===== config.mk =====
export PLATFORM = sky130hd
export DESIGN_NAME = mem_tag_table
export DESIGN_NICKNAME = d
export VERILOG_FILES = /design/src/logic/lsq_pkg.sv /design/src/logic/lsq_mem_pkg.sv /design/src/logic/mem_tag_table.sv
export VERILOG_INCLUDE_DIRS = /design/src /design/src/logic
export SDC_FILE = /design/constraint.sdc
export NUM_CORES = 1
export LEC_CHECK = 0
export BUFFER_PORTS_ARGS = -buffer_cell sky130_fd_sc_hd__buf_2
export CAP_MARGIN = 15
export CORE_MARGIN = 2
export CORE_UTILIZATION = 45
export CTS_CLUSTER_DIAMETER = 100
export DETAILED_ROUTE_END_ITERATION = 6
export PLACE_DENSITY_LB_ADDON = 0.15
export SETUP_SLACK_MARGIN = 0.02
export SYNTH_ARGS = -nofsm -noshare
export SYNTH_HDL_FRONTEND = slang
export SYNTH_SLANG_ARGS = --single-unit

===== constraint.sdc =====
create_clock -name clock -period 1.6 [get_ports clock]
set_input_delay 0 -clock clock [delete_from_list [all_inputs] [get_ports clock]]
set_output_delay 0 -clock clock [all_outputs]
set_load 0.02 [all_outputs]

===== src/logic/lsq_macros.svh =====
////////////////////////////////////////////////////////////
// LSQ sizing and memory opcode values
// Queue depths, register file and reorder buffer sizes
////////////////////////////////////////////////////////////
`ifndef LSQ_MACROS_SVH
`define LSQ_MACROS_SVH

// Sizes
`define LSQ_LQ_SIZE		8	// Load slots
`define LSQ_SQ_SIZE		8	// Store entries
`define LSQ_PRF_SIZE	64	// Physical registers
`define LSQ_ROB_SIZE	32	// Reorder entries
`define LSQ_MEM_TAGS	16	// Memory tags with tag 0 unused

// Memory opcodes
`define LSQ_OP_LDQ		6'h29
`define LSQ_OP_LDQ_L	6'h2b	// Load locked
`define LSQ_OP_STQ		6'h2d
`define LSQ_OP_STQ_C	6'h2f	// Store conditional

`endif


===== src/logic/lsq_pkg.sv =====
////////////////////////////////////////////////////////////
// LSQ types
// Queue indices, dispatched instructions, CDB and results
////////////////////////////////////////////////////////////
`include "lsq_macros.svh"

package lsq_pkg;
	typedef logic [63:0] data_t;
	typedef logic [$clog2(`LSQ_PRF_SIZE)-1:0] prf_tag_t;
	typedef logic [$clog2(`LSQ_ROB_SIZE)-1:0] rob_idx_t;
	typedef logic [$clog2(`LSQ_LQ_SIZE)-1:0] lq_idx_t;
	typedef logic [$clog2(`LSQ_SQ_SIZE)-1:0] sq_idx_t;
	typedef logic [5:0] op_t;

	typedef enum logic [1:0] {MEM_OP_NONE, MEM_OP_LOAD, MEM_OP_STORE} mem_op_e;

	typedef struct packed {
		logic valid;
		op_t op;
		data_t opa;
		data_t opb;			// Holds a register tag while opb_ready is low
		logic opb_ready;
		data_t rega;		// Store data or its tag
		logic rega_ready;
		rob_idx_t rob_idx;
		prf_tag_t dest_tag;
	} dispatch_t;

	typedef struct packed {
		logic valid;
		prf_tag_t tag;
		data_t data;
	} cdb_t;

	typedef struct packed {
		logic valid;
		prf_tag_t dest_tag;
		data_t data;
		rob_idx_t rob_idx;
	} result_t;
endpackage


===== src/logic/lsq_mem_pkg.sv =====
////////////////////////////////////////////////////////////
// Memory port types
// Tags, bus commands and the request bundle
////////////////////////////////////////////////////////////
`include "lsq_macros.svh"

package lsq_mem_pkg;
	typedef logic [$clog2(`LSQ_MEM_TAGS)-1:0] mem_tag_t;	// Zero means no response

	typedef enum logic [1:0] {BUS_NONE, BUS_LOAD, BUS_STORE} bus_command_e;

	typedef struct packed {
		bus_command_e command;
		lsq_pkg::data_t addr;
		lsq_pkg::data_t data;
	} mem_req_t;

	// Port FSM
	typedef enum logic {PORT_IDLE, PORT_RETRY} port_state_e;
endpackage


===== src/logic/mem_tag_table.sv =====
////////////////////////////////////////////////////////////
// Memory tag table
// Maps each outstanding memory tag to its load slot
////////////////////////////////////////////////////////////
`timescale 1ns/100ps
`include "lsq_macros.svh"

module mem_tag_table (
	input clock,
	input reset,
	input record,
	input lsq_mem_pkg::mem_tag_t record_tag,
	input lsq_pkg::lq_idx_t record_idx,
	input lsq_mem_pkg::mem_tag_t mem_tag,
	output logic [`LSQ_LQ_SIZE-1:0] fill
);
	import lsq_pkg::*;

	logic [`LSQ_MEM_TAGS-1:0] tag_valid;
	lq_idx_t slot [`LSQ_MEM_TAGS];
	logic hit;

	assign hit = mem_tag != '0 && tag_valid[mem_tag];

	// One-hot fill toward the load queue
	always_comb begin
		fill = '0;
		if (hit)
			fill[slot[mem_tag]] = 1'b1;
	end

	always_ff @(posedge clock) begin
		if (reset) begin
			tag_valid <= '0;
		end else begin
			if (hit)
				tag_valid[mem_tag] <= 1'b0;
			if (record)
				tag_valid[record_tag] <= 1'b1;	// New acceptance wins
		end
	end

	always_ff @(posedge clock) begin
		if (record)
			slot[record_tag] <= record_idx;
	end
endmodule


==> flow_metrics.env <==
export IMPL_n_antenna_cell=0
export IMPL_grt_pass1_wl_um=9560
export IMPL_max_freq_mhz=507
export IMPL_io_pins=22
export IMPL_grt_usage=0.200
export IMPL_finClkSkew_ps=0
export IMPL_dr_pass1_iters=4
export IMPL_arrival_ps=1970
export IMPL_min_path_type="input pin to flop"
export IMPL_slew_headroom=0.774
export IMPL_status="complete, but fails checks"
export IMPL_stdcell_count=316
export IMPL_cts_max_path_buffers=2
export IMPL_cts_buffers=9
export IMPL_met3_usage=0.0552
export IMPL_clock_sinks=63
export IMPL_rsz0062_at_grt="yes"
export IMPL_end_kind="primary output"
export IMPL_r2r_setup_slack_ps=910
export IMPL_cpLargestDelayFamily="simple AND/OR/NAND/NOR gates"
export IMPL_post_route_drc_count=0
export IMPL_vias=1800
export IMPL_cts_setup_buffers=0
export IMPL_portBuffers=21
export IMPL_slew_viol_final=0
export IMPL_fp_row_count=28
export IMPL_power_density_mw_per_mm2=979
export IMPL_final_setup_tns_ps=-2790
export IMPL_placedCellCount=299
export IMPL_setup_violations=8
export IMPL_n_fill_cell=489
export IMPL_drt_initial_drc_count=125
export IMPL_startpoint_type="flop"
export IMPL_ir_drop_mv=0.532
export IMPL_slowest_stage="mux4_2"
export IMPL_htreeDepth=3
export IMPL_met1_usage=0.272
export IMPL_syn_inst=202
export IMPL_drv_cap=0
export IMPL_netlist_area_sq_mm=0.00279
export IMPL_grt_max_degree=21
export IMPL_synth_seq_cells=63
export IMPL_nets=250
export IMPL_ys_warn_count=0
export IMPL_placed_area_sq_mm=0.00308
export IMPL_worst_pin_slew_ps=338
export IMPL_syn_area_per_cell_sq_um=13.8
export IMPL_clk_pin_slew_ps=70
export IMPL_busiest_layer="met2"
export IMPL_violations="setup timing"
export IMPL_ant_nets=0
export IMPL_cts_tree="done"
export IMPL_synth_top_flop_cell="edfxtp_1"
export IMPL_synth_distinct_cells=28
export IMPL_fin_util=0.564
export IMPL_seq_area_frac_synth=0.623
export IMPL_worst_slack_ps=-373
export IMPL_viasPerCell=5.70
export IMPL_area_delta_synth_final_pct=20.3
export IMPL_clk_latency_ps=330
export IMPL_drive_gt1_frac=0.353
export IMPL_slowest_delay_ps=490
export IMPL_period_minus_slack_ps=1970
export IMPL_route_final_wire_length_um=5960
export IMPL_period_share=1.23
export IMPL_crit_chain="mux4_2, nand2_2, nand4_4, nor4_2, buf_4"
export IMPL_critPathBufInv=1
export IMPL_post_drt_wl_per_cell_um=18.9
export IMPL_fp_dieW_um=82.8
export IMPL_grt_pass1_vias=1825
export IMPL_cts_root_buffer="clkbuf_8"
export IMPL_cp_required_ps=1600
export IMPL_hold_viol_final=0
export IMPL_grt_util_met2=0.312
export IMPL_crit_fanout=4
export IMPL_critPathKind="flop to primary output"
export IMPL_antenna_found_initial=0
export IMPL_synthesis_nets=216
export IMPL_die_area_sq_mm=0.00686
export IMPL_start_util=0.469
export IMPL_dieHeight_um=82.8
export IMPL_globalplace_congestion=0.848
export IMPL_grt_overflow=0
export IMPL_pre_cts_ws_ps=-413
export IMPL_dpl_hpwl_um=4230
export IMPL_design_area_sq_mm=0.00336
export IMPL_fp_coreArea_sq_mm=0.00596
export IMPL_synth_edf_count=48
export IMPL_ys_async_sr_fraction=0
export IMPL_leakage_nw=1.25
==> layer usage <==
| layer | vias up | share of wire | wire [um] |
|---|---|---|---|
| met5 | - | 0 | 0 |
| met4 | 0 | 0.011 | 65 |
| met3 | 7 | 0.053 | 316 |
| met2 | 61 | 0.49 | 2910 |
| met1 | 901 | 0.45 | 2670 |
| li1 | 831 | - | - |
==> power by group <==
group          internal (mW)  switching (mW)
combinational          0.137           0.199
clock                  0.553           0.600
sequential              1.79          0.0100
==> logic make-up (layout without fill, tap and decap cells) <==
group	Yosys count	count (layout)	synth area share
compound gates	33	33	0.0649
simple gates	65	65	0.129
buf+inv	24	63	0.0399
flops	63	63	0.623
mux	17	17	0.142
==> path summary, 6_finish.rpt <==
path           startpoint           end  cells past startpoint
min                 reset  tag_valid[3]                      2
max            slot[8][0]       fill[2]                      5
max reg2reg  tag_valid[1]  tag_valid[1]                      2
min reg2reg  tag_valid[9]  tag_valid[9]                      2
==> placed cells by master (no fill, tap or decap) <==
master         count
edfxtp_1          48
nand2_1           17
buf_4             17
inv_1             16
o21ai_0           15
a21oi_1           15
dfxtp_1           13
mux4_2            12
buf_2             12
clkbuf_8           9
nor2b_1            7
nand3_1            6
nor4_2             6
nand2_2            4
and2_1             4
nor2_1             3
nand4_4            3
mux4_1             3
nand3_2            2
mux2_4             2
and4_4             2
nor4_4             2
and3_1             2
nand2b_1           2
or2_2              2
clkinv_2           2
clkinvlp_4         2
dfxtp_2            2
nand2_4            1
a221oi_4           1
o21bai_2           1
a2bb2oi_4          1
and4_1             1
or2b_1             1
clkbuf_1           1
clkinv_4           1
clkinv_1           1
dlygate4sd3_1      1
buf_12             1
==> repair_timing <==
action / in CTS / in global routing
setup endpoints to repair: 8 / 8
resized for setup: 23 / 18
pin swaps: 6 / 3
hold buffers: 1 / 0
endpoints found under the hold margin: 1 / 0
==> registers in the layout, indices dropped and copies added (netlist names) <==
name       flops
slot          48
tag_valid     15
==> synth_stat cells (2+ instances only) <==
cell,instances,area (sq um)
clkbuf_1,3,11.3
nor2b_1,7,43.8
nand4_2,3,37.5
and4_1,3,26.3
nor4_1,8,50.1
mux2_2,2,22.5
nand3_1,8,40.0
nand2_1,22,82.6
nand2b_1,2,12.5
and3_1,2,12.5
o21ai_0,15,75.1
inv_1,16,60.1
edfxtp_1,48,1440
a21oi_1,15,75.1
dfxtp_1,15,300
or2_2,2,12.5
buf_2,2,10.0
nor2_1,3,11.3
mux4_2,5,113
and2_1,4,25.0
mux4_1,10,263
==> stage by stage <==
stage                     power (mW)  hold slack (ps)
after global placement          2.12              350
after global routing            3.41             18.2
after floorplan                 2.02             98.9
after detailed placement        2.13              361
after CTS                       3.29            0.860
final                           3.29             24.4
==> area by class of cell <==
type	instances	area, sq um	area share
sequential	63	1740	0.519
multi-input combinational	115	1080	0.322
timing repair buffer	31	218	0.0648
clock buffer	10	128	0.0380
tap	75	93.8	0.0279
inverter	16	60.1	0.0179
clock inverter	6	37.5	0.0112
(Power assumes the default switching activity.)
