<file path="config.mk">
export PLATFORM = sky130hd
export DESIGN_NAME = load_queue
export DESIGN_NICKNAME = d
export VERILOG_FILES = /design/src/logic/lsq_pkg.sv /design/src/logic/load_queue.sv
export VERILOG_INCLUDE_DIRS = /design/src /design/src/logic
export SDC_FILE = /design/constraint.sdc
export NUM_CORES = 2
export LEC_CHECK = 0
export BUFFER_PORTS_ARGS = -buffer_cell sky130_fd_sc_hd__buf_2
export CAP_MARGIN = 30
export CORE_AREA = 5 5 585 587
export CTS_CLUSTER_DIAMETER = 150
export DETAILED_ROUTE_END_ITERATION = 6
export DIE_AREA = 0 0 590 592
export GPL_ROUTABILITY_DRIVEN = 0
export SLEW_MARGIN = 20
export SYNTH_ARGS = -nofsm -noshare
export SYNTH_HDL_FRONTEND = slang
export SYNTH_SLANG_ARGS = --single-unit
export TNS_END_PERCENT = 10
</file>
<file path="constraint.sdc">
create_clock -name clock -period 4.45 [get_ports clock]
set_clock_uncertainty 0.1 [all_clocks]
set_input_delay 0.2225 -clock clock [delete_from_list [all_inputs] [get_ports clock]]
set_output_delay 0.2225 -clock clock [all_outputs]
set_load 0.1 [all_outputs]
</file>
<file path="src/logic/lsq_macros.svh">
////////////////////////////////////////////////////////////
// LSQ sizing and memory opcode values
// Queue depths, register file and reorder buffer sizes
////////////////////////////////////////////////////////////
`ifndef LSQ_MACROS_SVH
`define LSQ_MACROS_SVH

// Sizes
`define LSQ_LQ_SIZE		8	// Load slots
`define LSQ_SQ_SIZE		8	// Store entries
`define LSQ_PRF_SIZE	64	// Physical registers
`define LSQ_ROB_SIZE	32	// Reorder entries
`define LSQ_MEM_TAGS	16	// Memory tags with tag 0 unused

// Memory opcodes
`define LSQ_OP_LDQ		6'h29
`define LSQ_OP_LDQ_L	6'h2b	// Load locked
`define LSQ_OP_STQ		6'h2d
`define LSQ_OP_STQ_C	6'h2f	// Store conditional

`endif

</file>
<file path="src/logic/lsq_pkg.sv">
////////////////////////////////////////////////////////////
// LSQ types
// Queue indices, dispatched instructions, CDB and results
////////////////////////////////////////////////////////////
`include "lsq_macros.svh"

package lsq_pkg;
	typedef logic [63:0] data_t;
	typedef logic [$clog2(`LSQ_PRF_SIZE)-1:0] prf_tag_t;
	typedef logic [$clog2(`LSQ_ROB_SIZE)-1:0] rob_idx_t;
	typedef logic [$clog2(`LSQ_LQ_SIZE)-1:0] lq_idx_t;
	typedef logic [$clog2(`LSQ_SQ_SIZE)-1:0] sq_idx_t;
	typedef logic [5:0] op_t;

	typedef enum logic [1:0] {MEM_OP_NONE, MEM_OP_LOAD, MEM_OP_STORE} mem_op_e;

	typedef struct packed {
		logic valid;
		op_t op;
		data_t opa;
		data_t opb;			// Holds a register tag while opb_ready is low
		logic opb_ready;
		data_t rega;		// Store data or its tag
		logic rega_ready;
		rob_idx_t rob_idx;
		prf_tag_t dest_tag;
	} dispatch_t;

	typedef struct packed {
		logic valid;
		prf_tag_t tag;
		data_t data;
	} cdb_t;

	typedef struct packed {
		logic valid;
		prf_tag_t dest_tag;
		data_t data;
		rob_idx_t rob_idx;
	} result_t;
endpackage

</file>
<file path="src/logic/load_queue.sv">
////////////////////////////////////////////////////////////
// Load queue
// Slots hold load operands, build the address and keep
// the value returned by memory until the slot is freed
////////////////////////////////////////////////////////////
`timescale 1ns/100ps
`include "lsq_macros.svh"

module load_queue (
	input clock,
	input reset,
	input lsq_pkg::dispatch_t dispatch,
	input alloc,
	input lsq_pkg::lq_idx_t alloc_idx,
	input lsq_pkg::cdb_t cdb_in,
	input issue,
	input lsq_pkg::lq_idx_t issue_idx,
	input [`LSQ_LQ_SIZE-1:0] fill,
	input lsq_pkg::data_t mem_data,
	input free,
	input lsq_pkg::lq_idx_t free_idx,
	input flush,
	output logic [`LSQ_LQ_SIZE-1:0] busy,
	output logic [`LSQ_LQ_SIZE-1:0] addr_ready,
	output logic [`LSQ_LQ_SIZE-1:0] requested,
	output logic [`LSQ_LQ_SIZE-1:0] value_valid,
	output lsq_pkg::data_t [`LSQ_LQ_SIZE-1:0] addr,
	output lsq_pkg::rob_idx_t [`LSQ_LQ_SIZE-1:0] rob_idx,
	output lsq_pkg::prf_tag_t [`LSQ_LQ_SIZE-1:0] dest_tag,
	output lsq_pkg::data_t [`LSQ_LQ_SIZE-1:0] value
);
	import lsq_pkg::*;

	data_t [`LSQ_LQ_SIZE-1:0] opa;
	data_t [`LSQ_LQ_SIZE-1:0] opb;
	logic [`LSQ_LQ_SIZE-1:0] opb_ready;
	logic [`LSQ_LQ_SIZE-1:0] cdb_hit;	// Slot waiting on the tag now on the CDB
	logic [`LSQ_LQ_SIZE-1:0] fill_ok;
	logic dispatch_hit;

	// Operand bypass in the dispatch cycle
	assign dispatch_hit = cdb_in.valid && !dispatch.opb_ready
		&& cdb_in.tag == prf_tag_t'(dispatch.opb);

	always_comb begin
		for (int i = 0; i < `LSQ_LQ_SIZE; i++) begin
			cdb_hit[i] = busy[i] && !opb_ready[i] && cdb_in.valid
				&& cdb_in.tag == prf_tag_t'(opb[i]);
			// Only an issued slot without a value takes returned data
			fill_ok[i] = fill[i] && busy[i] && requested[i] && !value_valid[i];
			addr[i] = opa[i] + opb[i];
		end
	end

	assign addr_ready = busy & opb_ready;

	////////////////////////////////////////////////////////////
	// Slot state
	////////////////////////////////////////////////////////////
	always_ff @(posedge clock) begin
		if (reset || flush) begin
			busy <= '0;
			opb_ready <= '0;
			requested <= '0;
			value_valid <= '0;
		end else begin
			opb_ready <= opb_ready | cdb_hit;
			value_valid <= value_valid | fill_ok;
			if (alloc) begin
				busy[alloc_idx] <= 1'b1;
				opb_ready[alloc_idx] <= dispatch.opb_ready || dispatch_hit;
				requested[alloc_idx] <= 1'b0;
				value_valid[alloc_idx] <= 1'b0;
			end
			if (issue)
				requested[issue_idx] <= 1'b1;
			if (free) begin
				busy[free_idx] <= 1'b0;
				requested[free_idx] <= 1'b0;
				value_valid[free_idx] <= 1'b0;
			end
		end
	end

	// Payload
	always_ff @(posedge clock) begin
		for (int i = 0; i < `LSQ_LQ_SIZE; i++) begin
			if (cdb_hit[i])
				opb[i] <= cdb_in.data;
			if (fill_ok[i])
				value[i] <= mem_data;
		end
		if (alloc) begin
			opa[alloc_idx] <= dispatch.opa;
			opb[alloc_idx] <= dispatch_hit ? cdb_in.data : dispatch.opb;
			rob_idx[alloc_idx] <= dispatch.rob_idx;
			dest_tag[alloc_idx] <= dispatch.dest_tag;
		end
	end
endmodule

</file>
==> run summary <==
Status - complete, but fails checks
Failing checks - design-rule violations, negative setup slack
Footprint of the multi-input gates - 40400 µm²
Core area - 336000 µm²
Clk buf depth - 4
RSZ-0062 raised after global routing - yes
Cell area power density - 694 nW/µm²
Slowest cell on crit path - edfxtp_1
Setup ws final - -0.419 ns
Root Driver - clkbuf_16
Crit path capture type - output pin
Post-route ant nets - 0
Period utilization - 1.09
Hold path depth - 2
Hold WC Path Type - input pin to register
Post-Layout Cell Count - 14.8k
Dpl hpwl - 355 mm
Count leader, synth - nor2_1
Synth area leader - edfxtp_1
Mapped Area - 83300 µm²
Sequential element share of the synthesized area - 0.531
DIE AREA - 349000 µm²
Reg clk slew, reported paths - 0.06 ns
Cells after Synth - 8093
Seq. cell area - 44300 µm²
Leakage - 46.3 nW
# port buffers - 1441
Fill cells - 33.3k
Sink Count - 1656
Total Wirelength - 444 mm
Yosys Warn Count - 0
CTS Buf Count - 188
Number of setup violations in the final report - 170
Placed cell count - 13.9k
Max Clock Freq - 0.205 GHz
Layout Nets - 11.0k
Area grow syn2layout - 41.3%
Vias - 76.2k
Initial DRC Count - 7065
Number of synthesized flops with an enable pin - 1112
Die Height - 592 µm
Clock Latency Late Sink - 0.91 ns
Die Wd - 590 µm
Distinct cells, synth - 94
DR DRC count - 4
Total track usage - 0.241
Antenna violations before repair - 122
Peak VDD IR - 0.416 mV
Fraction of layout cells with a size suffix above 1 - 0.275
Worst-Margin Slew - 1.09 ns
Post-synth top cells - nor2_1 (1354), edfxtp_1 (1112), a21oi_1 (646)
Maxcap violations - 0
Crit path max fanout - 2
R2R depth - 8
Syn Nets - 8975
CP Class - register to output pin
Pre-CTS setup slack - -0.689 ns
Crit-path cells - ha_4, fa_2, a21oi_2, o211ai_1, a21oi_2, buf_6, buf_6, a2111o_1, a21oi_4, or2_4, a211oi_2, o21a_1, buf_12, o21ai_4, xor2_1, buf_4, buf_12
Asr flop ratio synth - 0
Syn avg cell area - 10.3 µm²
Wirelength per Cell - 30.1 µm
Final Critical Period - 4.87 ns
Initial Util - 0.248
Number of global-route vias before repair - 73.2k
First-pass GRT wire length - 590 mm
CP required - 4.13 ns
CTS tree - done
Slew Limit Fails - 0
IO Pins - 1514
Largest net degree at the start of global routing - 80
Max-slew headroom - 0.275
CP Launch Type - register
Drt first pass iters - 7
Max incr delay on CP - 0.41 ns
Global route total overflow - 0
CP arrival - 4.55 ns
Via-to-Cell Ratio - 5.16
Endpoints failing hold - 0
H-tree levels - 4
Post-synthesis sequential element count - 1656
Synth area leaders - edfxtp_1 (40%), dfxtp_1 (13%), ha_1 (7.6%)
Rows - 213
Top cell type's share of synthesized area - 0.401
Synth Flop Type - edfxtp_1
## report_power, final
part | internal (mW) | total, mW | switching, mW
clock network | 9.49 | 16.4 | 6.93
registers | 17.6 | 18.6 | 0.948
logic | 13.5 | 46.6 | 33.2
total | 40.6 | 81.7 | 41.1
## cell families after synthesis
kind of cell,count (synthesis),synth area share
adders and majority gates,512,0.0776
AOI/OAI and AO/OA,2343,0.178
DFF,1656,0.531
and+or+nand+nor,2390,0.125
muxes,5,0.000631
xor gates and xnor gates,538,0.0566
buffers and inverters,649,0.0304
## cells in the final DEF (no fill, tap or decap), types with 194 or more instances in the layout
| master | count |
|---|---|
| nand2_1 | 400 |
| xnor2_1 | 293 |
| nor2_1 | 1333 |
| a21oi_1 | 567 |
| edfxtp_1 | 1112 |
| buf_2 | 1126 |
| o21ai_0 | 243 |
| buf_4 | 486 |
| o22ai_1 | 514 |
| xor2_1 | 202 |
| dlygate4sd3_1 | 389 |
| dfxtp_1 | 531 |
| buf_12 | 317 |
| a21o_1 | 272 |
| clkbuf_16 | 194 |
| ha_1 | 404 |
## flip-flops by register name (all words and copies together) (netlist names)
name         cells
opb            512
busy             8
opb_ready        8
requested        8
rob_idx         40
opa            512
value_valid      8
value          512
dest_tag        48
## per-layer routing
metal,global-route usage,up-vias,wire [µm],part of all wire
met1,0.271,37100,161000,0.36
met5,0,-,221,0.00050
met2,0.396,4036,203000,0.46
met4,0.159,34,36700,0.083
met3,0.0720,975,43400,0.098
li1,-,34000,-,-
## cell type report
class / count / area share
multi-input combinational: 5788 / 0.343
inverter: 154 / 0.00508
clock inverter: 118 / 0.0118
antenna: 44 / 0.000935
timing repair buffer: 2364 / 0.173
tap: 4407 / 0.0468
clock buffer: 226 / 0.0430
sequential: 1656 / 0.376
## critical path, delay by kind of cell, from the launching register on
family	cells	cell delay (ns)
simple gates	1	0.27
fa+ha+maj	2	0.59
flops	1	0.41
compound gates	8	1.49
xor+xnor	1	0.17
buf+inv	5	0.70
## path summary, 6_finish.rpt
path | to | slack (ns) | start
max | addr[442] | -0.42 | opa[384]
min | dest_tag[43] | 0.1 | dispatch[1]
max reg2reg | opb[443] | 1.20 | busy[6]
min reg2reg | opb[220] | 0.40 | opb[220]
## stage by stage
stage	hold slack [ns]	utilization	setup TNS, ns	area, µm²	power [mW]
final	0.0985	0.351	-28.85	118000	81.7
after global routing	0.0960	0.350	-56.53	118000	84.3
after CTS	0.00217	0.345	-48.56	116000	81.1
after detailed placement	0.388	0.305	-3.84	102000	62.8
after global placement	0.378	0.305	-3.73	102000	62.7
after floorplan	0.221	-	-3.33	83300	45.9
## what timing repair did
item	4_1_cts	5_1_grt
pin swaps	189	168
hold buffers	389	0
endpoints found under the setup margin	329	265
setup buffers	71	55
endpoints found under the hold margin	1718	0
gates resized for setup	457	284
Power figures use the tool's default switching activity.
