===== src/logic/lsq_macros.svh =====
////////////////////////////////////////////////////////////
// LSQ sizing and memory opcode values
// Queue depths, register file and reorder buffer sizes
////////////////////////////////////////////////////////////
`ifndef LSQ_MACROS_SVH
`define LSQ_MACROS_SVH

// Sizes
`define LSQ_LQ_SIZE		8	// Load slots
`define LSQ_SQ_SIZE		8	// Store entries
`define LSQ_PRF_SIZE	64	// Physical registers
`define LSQ_ROB_SIZE	32	// Reorder entries
`define LSQ_MEM_TAGS	16	// Memory tags with tag 0 unused

// Memory opcodes
`define LSQ_OP_LDQ		6'h29
`define LSQ_OP_LDQ_L	6'h2b	// Load locked
`define LSQ_OP_STQ		6'h2d
`define LSQ_OP_STQ_C	6'h2f	// Store conditional

`endif


===== src/logic/lsq_pkg.sv =====
////////////////////////////////////////////////////////////
// LSQ types
// Queue indices, dispatched instructions, CDB and results
////////////////////////////////////////////////////////////
`include "lsq_macros.svh"

package lsq_pkg;
	typedef logic [63:0] data_t;
	typedef logic [$clog2(`LSQ_PRF_SIZE)-1:0] prf_tag_t;
	typedef logic [$clog2(`LSQ_ROB_SIZE)-1:0] rob_idx_t;
	typedef logic [$clog2(`LSQ_LQ_SIZE)-1:0] lq_idx_t;
	typedef logic [$clog2(`LSQ_SQ_SIZE)-1:0] sq_idx_t;
	typedef logic [5:0] op_t;

	typedef enum logic [1:0] {MEM_OP_NONE, MEM_OP_LOAD, MEM_OP_STORE} mem_op_e;

	typedef struct packed {
		logic valid;
		op_t op;
		data_t opa;
		data_t opb;			// Holds a register tag while opb_ready is low
		logic opb_ready;
		data_t rega;		// Store data or its tag
		logic rega_ready;
		rob_idx_t rob_idx;
		prf_tag_t dest_tag;
	} dispatch_t;

	typedef struct packed {
		logic valid;
		prf_tag_t tag;
		data_t data;
	} cdb_t;

	typedef struct packed {
		logic valid;
		prf_tag_t dest_tag;
		data_t data;
		rob_idx_t rob_idx;
	} result_t;
endpackage


===== src/logic/lsq_mem_pkg.sv =====
////////////////////////////////////////////////////////////
// Memory port types
// Tags, bus commands and the request bundle
////////////////////////////////////////////////////////////
`include "lsq_macros.svh"

package lsq_mem_pkg;
	typedef logic [$clog2(`LSQ_MEM_TAGS)-1:0] mem_tag_t;	// Zero means no response

	typedef enum logic [1:0] {BUS_NONE, BUS_LOAD, BUS_STORE} bus_command_e;

	typedef struct packed {
		bus_command_e command;
		lsq_pkg::data_t addr;
		lsq_pkg::data_t data;
	} mem_req_t;

	// Port FSM
	typedef enum logic {PORT_IDLE, PORT_RETRY} port_state_e;
endpackage


===== src/logic/lsq_control.sv =====
////////////////////////////////////////////////////////////
// LSQ control
// Decode and allocation, memory port FSM with retry,
// result bus arbitration, full flag and flush
////////////////////////////////////////////////////////////
`timescale 1ns/100ps
`include "lsq_macros.svh"

module lsq_control (
	input clock,
	input reset,
	input lsq_pkg::dispatch_t dispatch,
	input lsq_pkg::rob_idx_t retire_head,
	input mispredict,
	input lsq_mem_pkg::mem_tag_t mem_response,
	input [`LSQ_LQ_SIZE-1:0] lq_busy,
	input [`LSQ_LQ_SIZE-1:0] lq_addr_ready,
	input [`LSQ_LQ_SIZE-1:0] lq_requested,
	input [`LSQ_LQ_SIZE-1:0] lq_value_valid,
	input lsq_pkg::data_t [`LSQ_LQ_SIZE-1:0] lq_addr,
	input lsq_pkg::rob_idx_t [`LSQ_LQ_SIZE-1:0] lq_rob_idx,
	input lsq_pkg::prf_tag_t [`LSQ_LQ_SIZE-1:0] lq_dest_tag,
	input lsq_pkg::data_t [`LSQ_LQ_SIZE-1:0] lq_value,
	input sq_empty,
	input sq_full,
	input sq_head_ready,
	input sq_head_requested,
	input lsq_pkg::data_t sq_head_addr,
	input lsq_pkg::data_t sq_head_data,
	input lsq_pkg::rob_idx_t sq_head_rob_idx,
	input lsq_pkg::prf_tag_t sq_head_dest_tag,
	output logic lq_alloc,
	output lsq_pkg::lq_idx_t lq_alloc_idx,
	output logic sq_alloc,
	output logic lq_issue,
	output lsq_pkg::lq_idx_t lq_issue_idx,
	output logic sq_issue,
	output logic lq_free,
	output lsq_pkg::lq_idx_t lq_free_idx,
	output logic sq_retire,
	output logic flush,
	output logic record,
	output lsq_pkg::lq_idx_t record_idx,
	output lsq_mem_pkg::mem_req_t mem_req,
	output lsq_pkg::result_t result,
	output logic lsq_full
);
	import lsq_pkg::*;
	import lsq_mem_pkg::*;

	mem_op_e dispatch_op;
	port_state_e state;
	mem_req_t retry_req;		// Refused request held for the retry
	lq_idx_t retry_idx;
	lq_idx_t req_idx;
	rob_idx_t store_age;
	logic accepted;

	always_comb begin
		case (dispatch.op)
			`LSQ_OP_LDQ, `LSQ_OP_LDQ_L: dispatch_op = MEM_OP_LOAD;
			`LSQ_OP_STQ, `LSQ_OP_STQ_C: dispatch_op = MEM_OP_STORE;
			default: dispatch_op = MEM_OP_NONE;
		endcase
	end

	assign flush = mispredict;
	assign lq_alloc = dispatch.valid && dispatch_op == MEM_OP_LOAD && !mispredict;
	assign sq_alloc = dispatch.valid && dispatch_op == MEM_OP_STORE && !mispredict;
	assign lsq_full = (&lq_busy) || sq_full;

	// Lowest free load slot
	always_comb begin
		lq_alloc_idx = '0;
		for (int i = `LSQ_LQ_SIZE - 1; i >= 0; i--) begin
			if (!lq_busy[i])
				lq_alloc_idx = lq_idx_t'(i);
		end
	end

	////////////////////////////////////////////////////////////
	// Memory port
	////////////////////////////////////////////////////////////
	assign store_age = sq_head_rob_idx - retire_head;	// Age from the retire head

	always_comb begin
		mem_req = '{command: BUS_NONE, addr: '0, data: '0};
		req_idx = '0;
		if (state == PORT_RETRY) begin
			mem_req = retry_req;
			req_idx = retry_idx;
		end else if (sq_head_ready && !sq_head_requested && sq_head_rob_idx == retire_head) begin
			mem_req = '{command: BUS_STORE, addr: sq_head_addr, data: sq_head_data};
		end else begin
			for (int i = `LSQ_LQ_SIZE - 1; i >= 0; i--) begin
				if (lq_addr_ready[i] && !lq_requested[i] && (sq_empty
						|| rob_idx_t'(lq_rob_idx[i] - retire_head) < store_age)) begin
					mem_req = '{command: BUS_LOAD, addr: lq_addr[i], data: '0};
					req_idx = lq_idx_t'(i);
				end
			end
		end
	end

	assign accepted = mem_req.command != BUS_NONE && mem_response != '0;
	assign lq_issue = accepted && mem_req.command == BUS_LOAD;
	assign lq_issue_idx = req_idx;
	assign sq_issue = accepted && mem_req.command == BUS_STORE;
	assign record = lq_issue;
	assign record_idx = req_idx;

	always_ff @(posedge clock) begin
		if (reset || mispredict)
			state <= PORT_IDLE;
		else if (mem_req.command != BUS_NONE && !accepted)
			state <= PORT_RETRY;
		else
			state <= PORT_IDLE;
	end

	always_ff @(posedge clock) begin
		if (state == PORT_IDLE) begin
			retry_req <= mem_req;
			retry_idx <= req_idx;
		end
	end

	// Result bus with store completion first
	always_comb begin
		result = '0;
		sq_retire = 1'b0;
		lq_free = 1'b0;
		lq_free_idx = '0;
		if (sq_head_requested) begin
			result = '{valid: 1'b1, dest_tag: sq_head_dest_tag, data: sq_head_addr,
				rob_idx: sq_head_rob_idx};
			sq_retire = 1'b1;
		end else begin
			for (int i = `LSQ_LQ_SIZE - 1; i >= 0; i--) begin
				if (lq_value_valid[i]) begin
					result = '{valid: 1'b1, dest_tag: lq_dest_tag[i], data: lq_value[i],
						rob_idx: lq_rob_idx[i]};
					lq_free = 1'b1;
					lq_free_idx = lq_idx_t'(i);
				end
			end
		end
	end
endmodule


===== config.mk =====
export PLATFORM = sky130hd
export DESIGN_NAME = lsq_control
export DESIGN_NICKNAME = d
export VERILOG_FILES = /design/src/logic/lsq_pkg.sv /design/src/logic/lsq_mem_pkg.sv /design/src/logic/lsq_control.sv
export VERILOG_INCLUDE_DIRS = /design/src /design/src/logic
export SDC_FILE = /design/constraint.sdc
export NUM_CORES = 1
export LEC_CHECK = 0
export BUFFER_PORTS_ARGS = -buffer_cell sky130_fd_sc_hd__buf_2
export CORE_AREA = 2 2 687 689
export CTS_CLUSTER_DIAMETER = 30
export DETAILED_ROUTE_END_ITERATION = 16
export DIE_AREA = 0 0 689 691
export PLACE_DENSITY = 0.3
export SYNTH_ARGS = -nofsm -noshare
export SYNTH_HDL_FRONTEND = slang
export SYNTH_SLANG_ARGS = --single-unit
export TNS_END_PERCENT = 100

===== constraint.sdc =====
create_clock -name clock -period 12.95 [get_ports clock]
set_clock_uncertainty 0.2 [all_clocks]
set_input_delay 1.295 -clock clock [delete_from_list [all_inputs] [get_ports clock]]
set_output_delay 1.295 -clock clock [all_outputs]
set_load 0.01 [all_outputs]

==> results of run 1 <==
-- path summary, 6_finish.rpt --
| path | startpoint | endpoint | slack [ns] |
|---|---|---|---|
| setup / recovery | retire_head[0] | mem_req[124] | 4.55 |
| hold reg to reg | retry_req[56] | retry_req[56] | 0.34 |
| setup reg to reg | state | retry_req[98] | 8.58 |
| hold / removal | retry_req[56] | retry_req[56] | 0.34 |
-- state kept, by name, indices dropped and copies added, names as in the netlist --
name	flops
retry_req	130
state	1
retry_idx	3
-- per-layer routing --
metal  track usage (%)  part of all wire [%]  up-vias
met3              4.68                   9.7      402
met2              21.4                    47     1567
met5                 0                  0.12        -
li1                  -                     -    12712
met4              3.69                   3.6       54
met1              14.6                    39    13092
-- cell type report --
class                           instances  area share, %
Clock buffer                           27           1.80
Sequential cell                       134           11.4
Inverter                               34          0.397
Antenna cell                          153           1.09
Timing Repair Buffer                 1646           24.4
Multi-Input combinational cell       2150           38.6
Clock inverter                          5          0.209
Tap cell                             6223           22.1
-- synth_stat cells (all sizes together), types with 2 or more instances --
cell,n,area (sq um)
edfxtp,133,3990
or2,3,18.8
fa,9,180
a21oi,229,1150
a21boi,3,22.5
ha,60,751
mux2i,149,1490
a31oi,11,90.1
nand2b,8,50.1
clkbuf,199,747
nand3b,3,22.5
o221ai,63,677
a311oi,3,32.5
a22o,2,17.5
nor2,88,340
buf,74,418
nand2,506,1900
a31o,2,17.5
maj3,5,51.3
xor2,16,159
o311ai,4,35.0
inv,34,128
a21o,15,113
a221oi,138,1210
o31a,63,552
xnor2,20,175
nand4,2,12.5
o2bb2ai,64,567
nor2b,88,551
nor3,80,412
nor4,4,25.0
o22ai,63,394
nand3,67,335
o21ai,366,1830
a211o,5,43.8
-- power groups by stage --
stage,Sequential [uW],Combinational (uW),Clock [uW]
floorplan,599,711,0
global placement,602,2080,0
detailed placement,603,2070,0
CTS,594,2080,731
global route,602,2130,730
finish,594,1960,679
-- metrics by stage --
step           power, uW  worst slack, ns  std cells  utilization (%)
5_1_grt             3470             4.02      10284             7.47
6_report            3240             4.55      10372             7.51
3_5_place_dp        2680             4.22      10187             7.28
2_1_floorplan       1310             6.42       2591                -
4_1_cts             3400             4.19      10219             7.43
3_3_place_gp        2680             4.16      10187             7.28
-- kinds of logic (layout without fill, tap and decap cells) --
group / after synthesis / count (layout) / share of synthesized area, %
AO/OA/AOI/OAI: 1037 / 1037 / 36.5
AND/OR/NAND/NOR: 854 / 854 / 19.9
buffers and inverters: 307 / 1712 / 6.94
multiplexers: 149 / 149 / 8.01
flip-flops: 134 / 134 / 21.6
adder cells (fa/ha/maj): 74 / 74 / 5.27
XOR/XNOR: 36 / 36 / 1.79
other: 0 / 153 / 0
-- tightest hold or removal path: stages (launching register included) --
cell and delay (ns):
edfxtp_1 0.32, nand2_1 0.05, nand2_1 0.06
==> metrics, run 1 <==
setup_tns=0 ns; per-cell routed wire length=roughly 30 microns; Crit. path cell count=16; Final nets=between 5,000 and 6,000; Final Wtd Congestion=0.909; post-CTS resize count=0; Clk pin slew, worst setup/hold paths=about 0.050 ns; Critical path buffers and inverters=4; Distinct cells, synth=62; H-tree lvl count=4; Std-Cell Core Area=between 400,000 and 500,000 sq um; clock buffer depth=3; Internal=about 1500 uW; HPWL after DPL=between 200,000 and 300,000 microns; Initial Utilization=roughly 4.0%; commonest non-fill, non-tap cells in the layout=buf_2, nand2_1, o21ai_0; Die Ht=691 microns; Reg area=4020 sq um; initial drt markers=approximately 2,200; vias in the first global route=between 20,000 and 30,000; sequential area share after synthesis=a little over a fifth; die area=between 400,000 and 500,000 sq um; Synth Net Count=approximately 4,200; commonest non-fill, non-tap cell in the layout=buf_2; cell breakdown of the critical path=buf_2 -> ha_1 -> inv_1 -> fa_1 -> xnor2_1 -> buf_4 -> ha_1 -> a21oi_1 -> o21ai_0 -> o311ai_0 -> nand2_4 -> nand2b_4 -> o22ai_1 -> o31a_1 -> o2bb2ai_1 -> buf_2; clk root buf=clkbuf_16; outcome=complete, but fails checks; Synth Flop Type=edfxtp_1; I/O pins=~1,700; largest net degree at the start of global routing=around 110; CTS tree=done; Placed Area=34,200 sq um; Max Fclk=about 120 MHz; Hold Path Class=flip-flop to flip-flop; hold path cells=2; Synth Cell Area=between 15,000 and 20,000 sq um; Synth Register Bits=about 130; Hold Slack=between 0.3 and 0.4 ns; Leak=about 0.014 uW; switch share=a little over half; Worst setup EP type=output port; Synth warnings=0; Avg Cell Area, Syn=7.19 sq um; failing checks=capacitance limit, slew limit; setup repair bufs after CTS=0; Post-Syn Instances=around 2,600; Total Routing Usage GR=between 10% and 20%; GR Overflow Total=0; CP top delay family=compound AO/OA/AOI/OAI gates; number of CTS-inserted buffers=25; RSZ-0062 raised after global routing=no; Layout Area Growth over Synthesis=89.3%; num rows=252; WP data arrival=about 6.9 ns; Pre-Repair DR Iteration Count=5; Routed Antenna Nets=0; power density over the cells=a little over 90 nW/um^2; slowest cell on the critical path=o2bb2ai_1; Vias/cell=~2.7; Switch Pwr=between 1500 and 2000 uW; final period utilization=approximately two thirds; CP Max Fanout=28; area of the multi-input gates=~14,000 sq um; worst-margin pin slew=~1.6 ns; CP Class=primary input to output port; Final Setup Violations=0; fraction of registers with async set/reset=0%; Sequential Power Share=approximately 18%; drt drc=0; Total Wirelength=between 300,000 and 400,000 microns; fin crit period=between 8 and 9 ns; Clock Power Share=about a fifth; Fin. Hold Viols=0; peak supply drop=0.0776 mV; Logic pwr share=60.7%; layout cells sized above 1=a little over two fifths; Finished Cell Area=~35,000 sq um; Clk Latency, worst-skew pair=0.56 ns; Slew Viols, Final=5; Vias=27,827; Critical Path Source Type=primary input; Slew HR=-7.53%; clk sinks=134; maxcap violations=1; port bufs=about 1,500; initial antenna violation count=around 290; CTS Hold Buffers Added=0; first-pass GRT wire length=around 370,000 microns; fill count=approximately 56,000; Worst R2R Path Depth=6; required time worst endpoint=11.45 ns; Die W=roughly 700 microns; number of synthesized flops with an enable pin=roughly 130; CP peak stage delay=0.86 ns
No activity file was read; power rests on OpenSTA's default activity.
==> run 2, diff against run 1 <==
--- a/config.mk
+++ b/config.mk
@@ -6,11 +6,12 @@
 export SDC_FILE = /design/constraint.sdc
 export NUM_CORES = 1
 export LEC_CHECK = 0
+export ABC_AREA = 1
 export BUFFER_PORTS_ARGS = -buffer_cell sky130_fd_sc_hd__buf_2
-export CORE_AREA = 2 2 687 689
+export CORE_AREA = 2 2 671 673
 export CTS_CLUSTER_DIAMETER = 30
 export DETAILED_ROUTE_END_ITERATION = 16
-export DIE_AREA = 0 0 689 691
+export DIE_AREA = 0 0 673 675
 export PLACE_DENSITY = 0.3
 export SYNTH_ARGS = -nofsm -noshare
 export SYNTH_HDL_FRONTEND = slang
==> constraint.sdc (replaced) <==
create_clock -name clock -period 7.91 [get_ports clock]
set_clock_uncertainty 0.2 [all_clocks]
set_input_delay 0.791 -clock clock [delete_from_list [all_inputs] [get_ports clock]]
set_output_delay 0.791 -clock clock [all_outputs]
set_load 0.01 [all_outputs]
==> metrics, run 2 <==
Distinct cells, synth=47; Avg Cell Area, Syn=5.89 sq um; CP peak stage delay=between 0.4 and 0.5 ns; Clk Latency, worst-skew pair=0.61 ns; Layout Area Growth over Synthesis=82.5%; Final Setup Violations=0; Std-Cell Core Area=447,000 sq um; Post-Syn Instances=about 3,400; vias in the first global route=just under 30,000; max FFs per register=130; Slew Viols, Final=0; die area=454,000 sq um; RSZ-0062 raised after global routing=no; fraction of registers with async set/reset=0%; final core occ=between 8 and 9%; non-filler cells, final=around 11,000; Synth Cell Area=around 20,000 sq um; Inst Count DP=about 11,000; clock buffer depth=3; number of CTS-inserted buffers=21; Hold Slack=about 0.29 ns; post-CTS resize count=0; CP dominant cell by count=nand2_1; CP top delay family=buffers and inverters; fin crit period=6.43 ns; CP Class=primary input to output port; worst r2r src=state; RR Endpoint=retry_req[79]; Logic pwr share=slightly above 60%; CP Max Fanout=43; per-cell routed wire length=about 32 microns; layout cells sized above 1=between 30% and 40%; Regs by FF count=retry_req (130), retry_idx (3), state (1); setup repair bufs after CTS=0; clk sinks=134; endpoint of the worst hold path=state; Total Routing Usage GR=between 10% and 20%; top post-synthesis cells by area=nand2_1, edfxtp_1, nand3_1; initial drt markers=~2,100; setup_tns=0 ns; I/O pins=approximately 1,700; CTS Hold Buffers Added=0; Worst setup EP type=output port; Yosys top cell area share=a little over a fifth; sequential area share after synthesis=20.1%; Synth Net Count=about 5,000; Leak=between 0.015 and 0.02 uW; R2R setup slack=about 5.0 ns; Pre-Repair DR Iteration Count=5; Critical Path Source Type=primary input; Routed Antenna Nets=0; Synth Flop Type=edfxtp_1; commonest non-fill, non-tap cell in the layout=buf_2; worst-margin pin slew=1.42 ns; drt drc=0; number of synthesized flops with an enable pin=around 130; required time worst endpoint=~7 ns; maxcap violations=0; Total Wirelength=approximately 340,000 microns; Biggest register=retry_req; Vias=31,059; outcome=finished, final reports clean; Worst R2R Path Depth=5; port bufs=1,531; slowest cell on the critical path=fa_1; WP data arrival=~5.4 ns; clk root buf=clkbuf_16; HPWL after DPL=around 310,000 microns; power density over the cells=~140 nW/um^2; total design power=approximately 5200 uW; Initial Utilization=under 10%; Synth warnings=0; count leader, synth=nand2_1; Yosys top cell by area=nand2_1; hold path cells=4; Max Fclk=about 160 MHz; Fin. Hold Viols=0; Clock Power Share=just over 20%; Slew HR=4.81%; Switch Pwr=between 2000 and 3000 uW; Die Ht=roughly 680 microns; Internal=about 2400 uW; Final nets=6,396; first-pass GRT wire length=~400,000 microns; Critical path buffers and inverters=9; Sequential Power Share=around 18%; final period utilization=around four fifths; peak supply drop=roughly 0.14 mV; Clk pin slew, worst setup/hold paths=around 0.11 ns; largest net degree at the start of global routing=99; num rows=around 250; switch share=between 50 and 60%; CTS tree=done; GR Overflow Total=0; commonest non-fill, non-tap cells in the layout=buf_2, nand2_1, nor2_1; initial antenna violation count=between 300 and 400; H-tree lvl count=4; Final Wtd Congestion=between 0.8 and 0.9; Synth Register Bits=about 130; top cells by count, synth=nand2_1, nor2_1, nand3_1; Die W=673 microns; Hold Path Class=primary input to flip-flop; Vias/cell=around 2.9; hold wc startpoint=reset
## run 2: changes by cell type after synthesis, sizes merged, moves of 150 or more
cell | previous run | this run
a21oi | 229 | 74
o211ai | 0 | 150
nand2 | 506 | 1132
nor2 | 88 | 379
inv | 34 | 282
nand3 | 67 | 338
## run 2: worst max-delay path by stage
stage | from | end | slack [ns] | depth (start not counted)
after floorplan | state | record_idx[2] | 2.62 | 7
after global placement | retire_head[0] | mem_req[125] | 1.34 | 29
after detailed placement | retire_head[0] | mem_req[125] | 1.31 | 29
after CTS | retire_head[0] | mem_req[125] | 1.30 | 29
after global routing | retire_head[0] | mem_req[125] | 1.06 | 29
final | retire_head[0] | mem_req[125] | 1.48 | 29
## run 2: cells by family (layout without fill, tap and decap cells)
| kind of cell | after synthesis | after routing | synth area share (%) |
|---|---|---|---|
| simple gates | 1863 | 1863 | 37.4 |
| compound gates | 727 | 727 | 24.2 |
| fa+ha+maj | 69 | 69 | 4.65 |
| flops | 134 | 134 | 20.1 |
| xor+xnor | 35 | 35 | 1.53 |
| other cells | 0 | 54 | 0 |
| buf+inv | 572 | 1998 | 12.1 |
## run 2: layout make-up
type	count	area, sq um
antenna	54	135
sequential	134	4020
tap	5952	7450
fill	53294	411000
timing repair buffer	1681	9380
inverter	284	1100
multi-input combinational	2694	13800
clock inverter	11	108
clock buffer	22	529
## run 2: tightest hold or removal path, delay by kind of cell
| family | cells | cell delay [ns] |
|---|---|---|
| and+or+nand+nor | 2 | 0.15 |
| buffers and inverters | 2 | 0.12 |
## run 2: power groups by stage
stage	Combinational (uW)	Sequential, uW	Clock (uW)
final	3250	936	1060
after floorplan	1190	944	0
after CTS	3430	936	1140
after global placement	3440	948	0
after global routing	3640	946	1130
after detailed placement	3420	950	0
## run 2: metrics by stage
stage | cell area (sq um) | setup WS [ns]
final | 36500 | 1.48
after global routing | 36500 | 1.06
after CTS | 36400 | 1.30
after detailed placement | 35700 | 1.31
after global placement | 35700 | 1.34
after floorplan | 20000 | 2.62
## run 2: metal layers
layer | track usage, % | up-vias | routed length [microns]
li1 | - | 14348 | -
met1 | 16.4 | 14334 | 133000
met2 | 24.2 | 1703 | 159000
met3 | 8.08 | 538 | 43800
met4 | 2.00 | 136 | 6260
met5 | 0 | - | 900
